### src/common/oramGeometry.sv
/*
 * Default tree geometry of the Path ORAM and the burst counts derived from it.
 * The top level takes its parameter defaults from here.
 */
package oramGeometry;

	// Levels below the root, also the leaf width
	localparam int defaultOramL = 4;

	// DRAM bursts in one bucket
	localparam int defaultBucketBursts = 2;

	// Buckets on one root to leaf path
	localparam int defaultPathBuckets = defaultOramL + 1;

	// Bursts moved in one read or one writeback phase
	localparam int defaultPathBursts = defaultPathBuckets * defaultBucketBursts;

	// Whole tree in heap order, for sizing a DRAM model
	localparam int defaultTreeBuckets = (1 << (defaultOramL + 1)) - 1;
	localparam int defaultTreeBursts = defaultTreeBuckets * defaultBucketBursts;

endpackage

### src/common/oramTypes.sv
/*
 * Command encodings and address types shared by the backend RTL and its testbench.
 * Use scoped names in port lists and a wildcard import inside a module body.
 */
package oramTypes;

	// Widths of the fixed address fields
	localparam int pAddrWidth = 32;
	localparam int dramAddrWidth = 32;

	// Program block address from the front end
	typedef logic [pAddrWidth-1:0] pAddrT;

	// DRAM burst address, one per burst of a bucket
	typedef logic [dramAddrWidth-1:0] dramAddrT;

	//--------------------------------------------------------------------
	// Front-end commands
	//--------------------------------------------------------------------

	// Append costs no path access, read and write do
	typedef enum logic [1:0] {
		beWrite = 2'd0,
		beAppend = 2'd1,
		beRead = 2'd2
	} beCommandT;

	//--------------------------------------------------------------------
	// Stash commands
	//--------------------------------------------------------------------

	// StartRead and StartWrite bracket the two phases of one path access
	typedef enum logic [1:0] {
		stStartRead = 2'd0,
		stStartWrite = 2'd1,
		stAppend = 2'd2
	} stashCommandT;

endpackage

### src/backend/backendControl.sv
/*
 * Access sequencer of the ORAM backend. Hands appends to the stash, runs the read
 * and writeback phases of a path access and inserts dummy accesses on demand.
 */
`timescale 1ns/1ns

module backendControl #(
	parameter int oramL = oramGeometry::defaultOramL
) (
	input logic Clock,
	input logic rstN,

	// Front-end command, held until commandDone
	input oramTypes::beCommandT command,
	input oramTypes::pAddrT pAddr,
	input logic [oramL-1:0] currentLeaf,
	input logic [oramL-1:0] remappedLeaf,
	input logic commandRequest,
	output logic commandDone,

	// Stash command channel
	output oramTypes::stashCommandT stashCommand,
	output logic stashCommandValid,
	input logic stashCommandReady,
	output oramTypes::beCommandT stashBeCommand,
	output oramTypes::pAddrT stashPAddr,
	output logic [oramL-1:0] stashCurrentLeaf,
	output logic [oramL-1:0] stashRemappedLeaf,
	output logic stashAccessIsDummy,
	input logic stashAlmostFull,

	// Path address generator
	output logic [oramL-1:0] genLeaf,
	output logic genWrite,
	output logic genValid,
	input logic genReady,

	// Alarms from the transfer counters
	input logic dataReadDone,
	input logic dataWriteDone,
	input logic addrWriteDone,

	// Dummy leaf source
	input logic randValid,
	input logic [oramL-1:0] randLeaf,
	output logic randReady
);

	import oramTypes::*;

	typedef enum logic [3:0] {
		Idle,
		Append,
		AppendWait,
		AddrGenRead,
		StashRead,
		Read,
		AddrGenWrite,
		StashWrite,
		Write
	} stateT;

	stateT state;
	stateT nextState;
	logic isDummy;
	logic addrDoneSeen;
	logic dataDoneSeen;
	logic operationComplete;
	logic takeDummy;
	logic takeAppend;
	logic takeAccess;
	logic [oramL-1:0] accessLeaf;

	// Command fields captured when leaving Idle
	beCommandT heldCommand;
	pAddrT heldPAddr;
	logic [oramL-1:0] heldCurrentLeaf;
	logic [oramL-1:0] heldRemappedLeaf;

	//--------------------------------------------------------------------
	// Idle decisions
	//--------------------------------------------------------------------

	// Stash pressure wins over everything
	assign takeDummy = stashAlmostFull & randValid;
	// Appends are cheap, serve them before full accesses
	assign takeAppend = ~stashAlmostFull & commandRequest & (command == beAppend);
	assign takeAccess = ~stashAlmostFull & commandRequest & (command != beAppend) & randValid;

	// Both writeback streams drained, now or earlier
	assign operationComplete = (state == Write) & (addrDoneSeen | addrWriteDone)
		& (dataDoneSeen | dataWriteDone);

	always_comb begin
		nextState = state;
		case (state)
			Idle: begin
				if (takeDummy) begin
					nextState = AddrGenRead;
				end else if (takeAppend) begin
					nextState = Append;
				end else if (takeAccess) begin
					nextState = AddrGenRead;
				end
			end
			Append: if (stashCommandReady) nextState = AppendWait;
			// Done pulses here, one cycle after the stash took the append
			AppendWait: nextState = Idle;
			AddrGenRead: if (genReady) nextState = StashRead;
			StashRead: if (stashCommandReady) nextState = Read;
			// Last read burst landed in the stash
			Read: if (dataReadDone) nextState = AddrGenWrite;
			AddrGenWrite: if (genReady) nextState = StashWrite;
			StashWrite: if (stashCommandReady) nextState = Write;
			Write: if (operationComplete) nextState = Idle;
			default: nextState = Idle;
		endcase
	end

	always_ff @(posedge Clock) begin
		if (!rstN) begin
			state <= Idle;
			isDummy <= 1'b0;
			addrDoneSeen <= 1'b0;
			dataDoneSeen <= 1'b0;
		end else begin
			state <= nextState;
			if (state == Idle) begin
				isDummy <= takeDummy;
			end
			// Writeback alarms may come before the Write state
			if (operationComplete) begin
				addrDoneSeen <= 1'b0;
				dataDoneSeen <= 1'b0;
			end else begin
				addrDoneSeen <= addrDoneSeen | addrWriteDone;
				dataDoneSeen <= dataDoneSeen | dataWriteDone;
			end
		end
	end

	// Fields follow the front end while idle, frozen during an access
	always_ff @(posedge Clock) begin
		if (state == Idle) begin
			heldCommand <= command;
			heldPAddr <= pAddr;
			heldCurrentLeaf <= currentLeaf;
			heldRemappedLeaf <= remappedLeaf;
		end
	end

	//--------------------------------------------------------------------
	// Stash and generator outputs
	//--------------------------------------------------------------------

	// Dummy access walks the random leaf, stable until randReady
	assign accessLeaf = isDummy ? randLeaf : heldCurrentLeaf;

	always_comb begin
		case (state)
			Append: stashCommand = stAppend;
			StashRead: stashCommand = stStartRead;
			default: stashCommand = stStartWrite;
		endcase
	end

	assign stashCommandValid = (state == Append) | (state == StashRead) | (state == StashWrite);
	assign stashBeCommand = heldCommand;
	assign stashPAddr = heldPAddr;
	assign stashCurrentLeaf = accessLeaf;
	assign stashRemappedLeaf = heldRemappedLeaf;
	assign stashAccessIsDummy = isDummy;

	assign genLeaf = accessLeaf;
	assign genWrite = state == AddrGenWrite;
	assign genValid = (state == AddrGenRead) | (state == AddrGenWrite);

	// Front end hears appends and real accesses only
	assign commandDone = (state == AppendWait) | (operationComplete & ~isDummy);
	// Fresh dummy leaf for the next access
	assign randReady = operationComplete;

	// Stalled command keeps its kind and leaf, dummy leaf included
	stashHeldWhileStalled: assert property (@(posedge Clock) disable iff (!rstN)
		stashCommandValid && !stashCommandReady |=> stashCommandValid
		&& $stable(stashCommand) && $stable(stashCurrentLeaf))
		else $error("stash command changed while stalled");

	dummySilent: assert property (@(posedge Clock) disable iff (!rstN)
		isDummy |-> !commandDone)
		else $error("commandDone during dummy access");

endmodule

### src/backend/leafGenerator.sv
/*
 * Random leaf source for dummy accesses, a 16-bit Fibonacci LFSR.
 * The offered leaf is replaced one cycle after randReady.
 */
`timescale 1ns/1ns

module leafGenerator #(
	parameter int oramL = oramGeometry::defaultOramL
) (
	input logic Clock,
	input logic rstN,
	input logic randReady,
	output logic randValid,
	output logic [oramL-1:0] randLeaf
);

	typedef logic [15:0] lfsrT;

	// Any nonzero start value
	localparam lfsrT seed = 16'hace1;

	lfsrT lfsr;
	lfsrT lfsrAdvanced;

	// Taps 16, 14, 13, 11 give a maximal length sequence
	function automatic lfsrT stepLfsr(input lfsrT s);
		return {s[14:0], s[15] ^ s[13] ^ s[12] ^ s[10]};
	endfunction

	// oramL shifts so no leaf bit is reused
	always_comb begin
		lfsrAdvanced = lfsr;
		for (int i = 0; i < oramL; i++) begin
			lfsrAdvanced = stepLfsr(lfsrAdvanced);
		end
	end

	always_ff @(posedge Clock) begin
		if (!rstN) begin
			lfsr <= seed;
			randValid <= 1'b0;
		end else begin
			randValid <= 1'b1;
			if (randValid & randReady) begin
				lfsr <= lfsrAdvanced;
			end
		end
	end

	assign randLeaf = lfsr[oramL-1:0];

endmodule

### src/backend/transferCounter.sv
/*
 * Counts one transfer stream through a path read phase and then a writeback phase.
 * An alarm pulses together with the last transfer of each phase.
 */
`timescale 1ns/1ns

module transferCounter #(
	parameter int oramL = oramGeometry::defaultOramL,
	parameter int bucketBursts = oramGeometry::defaultBucketBursts
) (
	input logic Clock,
	input logic rstN,
	input logic transfer,
	output logic readDone,
	output logic writeDone,
	output logic writePhase
);

	// Bursts on one root to leaf path
	localparam int pathBursts = (oramL + 1) * bucketBursts;
	localparam int countWidth = $clog2(pathBursts + 1);

	typedef logic [countWidth-1:0] countT;

	countT count;
	logic lastTransfer;

	// Transfer that closes the current phase
	assign lastTransfer = transfer & (count == countT'(pathBursts - 1));
	assign readDone = lastTransfer & ~writePhase;
	assign writeDone = lastTransfer & writePhase;

	always_ff @(posedge Clock) begin
		if (!rstN) begin
			count <= '0;
			writePhase <= 1'b0;
		end else if (lastTransfer) begin
			// Read phase hands over to writeback and back again
			count <= '0;
			writePhase <= ~writePhase;
		end else if (transfer) begin
			count <= count + 1'b1;
		end
	end

	countInRange: assert property (@(posedge Clock) disable iff (!rstN)
		count < countT'(pathBursts))
		else $error("transfer count past path length");

endmodule

### src/source/oramBackend.sv
/*
 * Top level of the Path ORAM backend control core. Stash, DRAM and encryption
 * sit outside, their handshakes appear here as loose ports.
 */
`timescale 1ns/1ns

module oramBackend #(
	parameter int oramL = oramGeometry::defaultOramL,
	parameter int bucketBursts = oramGeometry::defaultBucketBursts
) (
	input logic Clock,
	input logic rstN,

	// Front-end command side
	input oramTypes::beCommandT command,
	input oramTypes::pAddrT pAddr,
	input logic [oramL-1:0] currentLeaf,
	input logic [oramL-1:0] remappedLeaf,
	input logic commandRequest,
	output logic commandDone,

	// Stash side
	output oramTypes::stashCommandT stashCommand,
	output logic stashCommandValid,
	input logic stashCommandReady,
	output oramTypes::beCommandT stashBeCommand,
	output oramTypes::pAddrT stashPAddr,
	output logic [oramL-1:0] stashCurrentLeaf,
	output logic [oramL-1:0] stashRemappedLeaf,
	output logic stashAccessIsDummy,
	input logic stashAlmostFull,

	// DRAM address stream and data pulses
	output oramTypes::dramAddrT dramAddr,
	output logic dramWrite,
	output logic dramAddrValid,
	input logic dramAddrReady,
	input logic dataReadTransfer,
	input logic dataWriteTransfer
);

	// Controller to generator
	logic [oramL-1:0] genLeaf;
	logic genWrite;
	logic genValid;
	logic genReady;

	// Counter alarms
	logic dataReadDone;
	logic dataWriteDone;
	logic addrWriteDone;

	// Dummy leaf handshake
	logic randValid;
	logic [oramL-1:0] randLeaf;
	logic randReady;

	logic addrTransfer;
	logic dataTransfer;

	assign addrTransfer = dramAddrValid & dramAddrReady;
	// Stash never reads and writes in the same phase
	assign dataTransfer = dataReadTransfer | dataWriteTransfer;

	backendControl #(.oramL(oramL)) control (.*);

	// Address stream, only the writeback end matters
	transferCounter #(.oramL(oramL), .bucketBursts(bucketBursts)) addrCounter (
		.Clock(Clock),
		.rstN(rstN),
		.transfer(addrTransfer),
		.readDone(),
		.writeDone(addrWriteDone),
		.writePhase()
	);

	// Data bursts between stash and DRAM
	transferCounter #(.oramL(oramL), .bucketBursts(bucketBursts)) dataCounter (
		.Clock(Clock),
		.rstN(rstN),
		.transfer(dataTransfer),
		.readDone(dataReadDone),
		.writeDone(dataWriteDone),
		.writePhase()
	);

	leafGenerator #(.oramL(oramL)) leafGen (.*);

	pathAddrGen #(.oramL(oramL), .bucketBursts(bucketBursts)) addrGen (.*);

endmodule

### src/source/pathAddrGen.sv
/*
 * Expands a leaf into the DRAM burst addresses of every bucket on its path,
 * root first. Accepts a new leaf only while idle.
 */
`timescale 1ns/1ns

module pathAddrGen #(
	parameter int oramL = oramGeometry::defaultOramL,
	parameter int bucketBursts = oramGeometry::defaultBucketBursts
) (
	input logic Clock,
	input logic rstN,

	// Leaf request from the controller
	input logic [oramL-1:0] genLeaf,
	input logic genWrite,
	input logic genValid,
	output logic genReady,

	// Burst address stream toward DRAM
	output oramTypes::dramAddrT dramAddr,
	output logic dramWrite,
	output logic dramAddrValid,
	input logic dramAddrReady
);

	import oramTypes::*;

	localparam int levelWidth = $clog2(oramL + 1);
	localparam int burstWidth = (bucketBursts > 1) ? $clog2(bucketBursts) : 1;

	typedef logic [levelWidth-1:0] levelT;
	typedef logic [burstWidth-1:0] burstT;

	logic busy;
	levelT level;
	burstT burst;
	logic [oramL-1:0] leaf;
	logic addrTransfer;
	logic lastBurst;
	logic lastLevel;
	dramAddrT levelBase;
	dramAddrT bucketIndex;

	assign genReady = ~busy;
	assign dramAddrValid = busy;
	assign addrTransfer = dramAddrValid & dramAddrReady;
	assign lastBurst = burst == burstT'(bucketBursts - 1);
	assign lastLevel = level == levelT'(oramL);

	// Heap order, level k starts at bucket 2^k - 1
	assign levelBase = (dramAddrT'(1) << level) - dramAddrT'(1);
	// Top k leaf bits pick the node within the level
	assign bucketIndex = levelBase + (dramAddrT'(leaf) >> (levelT'(oramL) - level));
	// Held by the registers while ready is low
	assign dramAddr = bucketIndex * dramAddrT'(bucketBursts) + dramAddrT'(burst);

	always_ff @(posedge Clock) begin
		if (!rstN) begin
			busy <= 1'b0;
			level <= '0;
			burst <= '0;
		end else if (genValid & genReady) begin
			busy <= 1'b1;
			level <= '0;
			burst <= '0;
		end else if (addrTransfer) begin
			if (lastBurst) begin
				burst <= '0;
				// Leaf bucket done, path finished
				if (lastLevel) begin
					busy <= 1'b0;
				end else begin
					level <= level + 1'b1;
				end
			end else begin
				burst <= burst + 1'b1;
			end
		end
	end

	always_ff @(posedge Clock) begin
		if (genValid & genReady) begin
			leaf <= genLeaf;
			dramWrite <= genWrite;
		end
	end

	// Controller offers a leaf only once the previous path has drained
	noLeafWhileStreaming: assert property (@(posedge Clock) disable iff (!rstN)
		!(genValid && dramAddrValid))
		else $error("leaf offered while streaming addresses");

endmodule

### config.mk
export PLATFORM = sky130hd
export DESIGN_NAME = oramBackend
export DESIGN_NICKNAME = d
export VERILOG_FILES = /design/src/common/oramGeometry.sv /design/src/common/oramTypes.sv /design/src/backend/backendControl.sv /design/src/backend/leafGenerator.sv /design/src/backend/transferCounter.sv /design/src/source/oramBackend.sv /design/src/source/pathAddrGen.sv
export SDC_FILE = /design/constraint.sdc
export NUM_CORES = 1
export LEC_CHECK = 0
export BUFFER_PORTS_ARGS = -buffer_cell sky130_fd_sc_hd__buf_2
export CORE_AREA = 2 2 82 124
export DETAILED_ROUTE_END_ITERATION = 8
export DIE_AREA = 0 0 84 126
export GPL_ROUTABILITY_DRIVEN = 0
export PLACE_DENSITY = 0.71
export RECOVER_POWER = 25
export SETUP_SLACK_MARGIN = 0.4
export SLEW_MARGIN = 40
export SYNTH_ARGS = -nofsm -noshare
export SYNTH_HDL_FRONTEND = slang
export SYNTH_HIERARCHICAL = 1
export SYNTH_SLANG_ARGS = --single-unit
### constraint.sdc
create_clock -name Clock -period 5.6 [get_ports Clock]
set_input_delay 0.84 -clock Clock [delete_from_list [all_inputs] [get_ports Clock]]
set_output_delay 0.84 -clock Clock [all_outputs]
set_load 0.01 [all_outputs]
==> impl_metrics.toml <==
[synth]
synth_area_um2 = 4198
synth_cell_types = 57
ys_async_sr_fraction = 0
synth_flop_cell = "edfxtp_1"
yosysWarnings = 6
yosysSeqAreaShare = 0.5222
syn_nets = 455
ys_ff_latch = 86
synth_edf_count = 47
netlist_instances = 379
avgSynthCellArea_um2 = 11.08

[timing]
worst_slew_pin_slew_ns = 1.300
timing.final.crit_share = 0.8150
skew_ns = 0.003579
drv_slew = 0
maxSlewHeadroom = 0.1331
period_needed_ns = 4.564
rsz0062_at_grt = "no"
finalSetupTns_ns = 0
max_freq_mhz = 219.1
layout_setup_ws_ns = 1.036
setup_violations = 0
final_hold_viol_count = 0

[worst_setup_path]
critPathRequiredTime_ns = 4.76
crit_chain = "inv_1 > ha_1 > ha_1 > nor2b_1 > nand2_1 > ha_1 > inv_1 > ha_1 > a21o_1 > a21oi_2 > o21ai_2 > a2111oi_1 > buf_2"
path_common_cell = "ha_1"
critPathMaxFanout = 7
reg2regPathDepth = 5
startpoint_type = "flop"
setup.worst_path.end = "dramAddr[23]"
r2r_setup_slack_ns = 3.07
crit_slowest_cell = "a2111oi_1"
timing.rr.end = "control/state[2]$_SDFFE_PN0P_"
end_kind = "output port"
critPathArrivalTime_ns = 3.72
rr_startpoint = "control/state[2]$_SDFFE_PN0P_"
max_stage_delay_ns = 0.54
crit_type = "reg -> out"
crit_start = "addrGen/level[0]$_SDFFE_PP0P_"

[hold_path]
holdCritStartpoint = "leafGen/lfsr[6]$_SDFFE_PN1P_"
hold_path.class = "reg -> reg"
hold_depth = 2

[detailed_routing]
drc = 0
ant_nets = 0
wl_per_cell_um = 12.71
drt_iter0_markers = 82
drtPass1Iterations = 4
post_drt_via_cell_ratio = 4.898
routed_wl_um = 7738
vias = 2983

[die]
core_um2 = 9524
die_w_um = 84
ioPinCount = 131
die_h_um = 126
die_area_um2 = 10580
initial_utilization = 0.4408
placementRows = 44

[power_and_ir_drop]
powerDensity_nw_per_um2 = 405.1
p_leak_nw = 2.273
ir_worst_vdd_mv = 0.3273

[clock_network]
clockBufferDepth = 2
cts_resized = 0
postCtsSetupBuffers = 0
cts-hold-fix-buffers = 0
root_buffer = "clkbuf_16"
clk_pin_slew_ns = 0.06
htree_num_levels = 3
cts_tree = "built"
numCtsBuffers = 9
clock_sinks = 86
clk_latency_ns = 0.33

[layout]
final_layout_size_suffix_gt1_frac = 0.3300
n_antenna_cell = 0
fillers = 868
area_growth_pct = 20.83
final_nets = 565

[grt]
antenna_found_initial = 0
grt.total_usage = 0.1521
grt_pass1_vias = 2912
grt_pass1_wl_um = 12940
grt_start_max_net_pins = 41
grt_overflow_total = 0

[placement]
io_buffer_count = 130
dp.final_hpwl_um = 5956
dp_slack_ns = 1.376

[job]
drv_cap = 0

[outcome]
status = "finished clean"
==> sequential cells by signal (all words and copies together) (netlist names) <==
signal / count
addrCounter/count: 4
addrCounter/writePhase: 1
addrGen/burst: 1
addrGen/dramAddrValid: 1
addrGen/dramWrite: 1
addrGen/leaf: 4
addrGen/level: 3
control/addrDoneSeen: 1
control/dataDoneSeen: 1
control/heldCurrentLeaf: 4
control/stashAccessIsDummy: 1
control/stashBeCommand: 2
control/stashPAddr: 32
control/stashRemappedLeaf: 4
control/state: 4
dataCounter/count: 4
dataCounter/writePhase: 1
leafGen/lfsr: 16
leafGen/randValid: 1
==> worst min-delay path by stage <==
stage,to,slack [ns]
2_1_floorplan,leafGen/lfsr[10]$_SDFFE_PN1P_,0.44
3_3_place_gp,leafGen/lfsr[9]$_SDFFE_PN0P_,0.45
3_5_place_dp,leafGen/lfsr[10]$_SDFFE_PN1P_,0.46
4_1_cts,leafGen/lfsr[10]$_SDFFE_PN1P_,0.48
5_1_grt,leafGen/lfsr[10]$_SDFFE_PN1P_,0.49
6_report,leafGen/lfsr[10]$_SDFFE_PN1P_,0.47
==> cells in the mapped netlist (all sizes together), types with 3 or more instances <==
master	count	area share
a2111oi	3	0.0083
a211oi	6	0.011
a21boi	6	0.011
a21oi	10	0.014
and2	4	0.0060
and3b	3	0.0063
buf	31	0.055
dfxtp	39	0.19
edfxtp	47	0.34
ha	25	0.075
inv	29	0.026
mux2	6	0.016
mux2i	6	0.014
nand2	47	0.042
nand2b	4	0.0066
nand3	13	0.018
nor2	28	0.025
nor2b	6	0.011
nor3b	3	0.0054
o21a	3	0.0054
o21ai	10	0.013
xnor2	18	0.041
xor2	5	0.010
==> metrics by stage <==
step / hold slack, ns / cell area, um2 / total power, W / instances / utilization
floorplan: 0.4389 / 4198 / 0.001300 / 379 / -
finish: 0.4701 / 5072 / 0.002055 / 609 / 0.5326
global route: 0.4887 / 5072 / 0.002164 / 609 / 0.5326
global placement: 0.4530 / 4775 / 0.001478 / 593 / 0.5013
detailed placement: 0.4633 / 4775 / 0.001491 / 593 / 0.5013
CTS: 0.4761 / 5090 / 0.002093 / 609 / 0.5344
==> routing by layer <==
| layer | GRT usage | part of all wire | up-vias |
|---|---|---|---|
| li1 | - | - | 1496 |
| met1 | 0.1616 | 0.39 | 1371 |
| met2 | 0.2682 | 0.52 | 105 |
| met3 | 0.05439 | 0.078 | 11 |
| met4 | 0.06831 | 0.020 | 0 |
| met5 | 0 | 0 | - |
==> layout by cell type (no fill, tap or decap), types with 8 or more instances in the layout <==
master,Yosys,routed
edfxtp_1,47,47
ha_1,25,25
o21ai_0,8,8
nand2_1,47,47
dfxtp_1,39,39
clkbuf_16,0,11
nand3_1,12,12
nor2_1,28,28
a21oi_1,8,8
xnor2_1,16,16
inv_1,29,29
buf_2,4,128
==> cell type report <==
cell class / instances / area (um2) / area share
clock inverters: 3 / 21.27 / 0.004193
flip-flops and latches: 86 / 2192 / 0.4322
multi-input cells: 232 / 1657 / 0.3266
well taps: 115 / 143.9 / 0.02837
repair buffers: 131 / 655.6 / 0.1293
inverters: 29 / 108.9 / 0.02146
clock buffers: 13 / 294.0 / 0.05797
==> cell families (layout without fill, tap and decap cells) <==
group,count (synthesis),count (layout),synth area share
simple gates,123,123,0.1526
flops,86,86,0.5222
buf+inv,61,176,0.08167
compound gates,48,48,0.08227
fa+ha+maj,26,26,0.07928
xor+xnor,23,23,0.05156
mux,12,12,0.03040
==> critical path, delay by kind of cell, from the launching register on <==
kind | cells | cell delay [ns]
and+or+nand+nor | 2 | 0.24
DFF | 1 | 0.50
AOI/OAI and AO/OA | 4 | 1.06
buffers and inverters | 3 | 0.43
adders and majority gates | 4 | 1.16
==> report_power, final <==
| group | internal, W | total, W | switching, W |
|---|---|---|---|
| combinational | 0.000200 | 0.000510 | 0.000310 |
| sequential | 0.000876 | 0.000949 | 0.0000729 |
| clock | 0.000369 | 0.000595 | 0.000226 |
No activity file was read; power rests on OpenSTA's default activity.
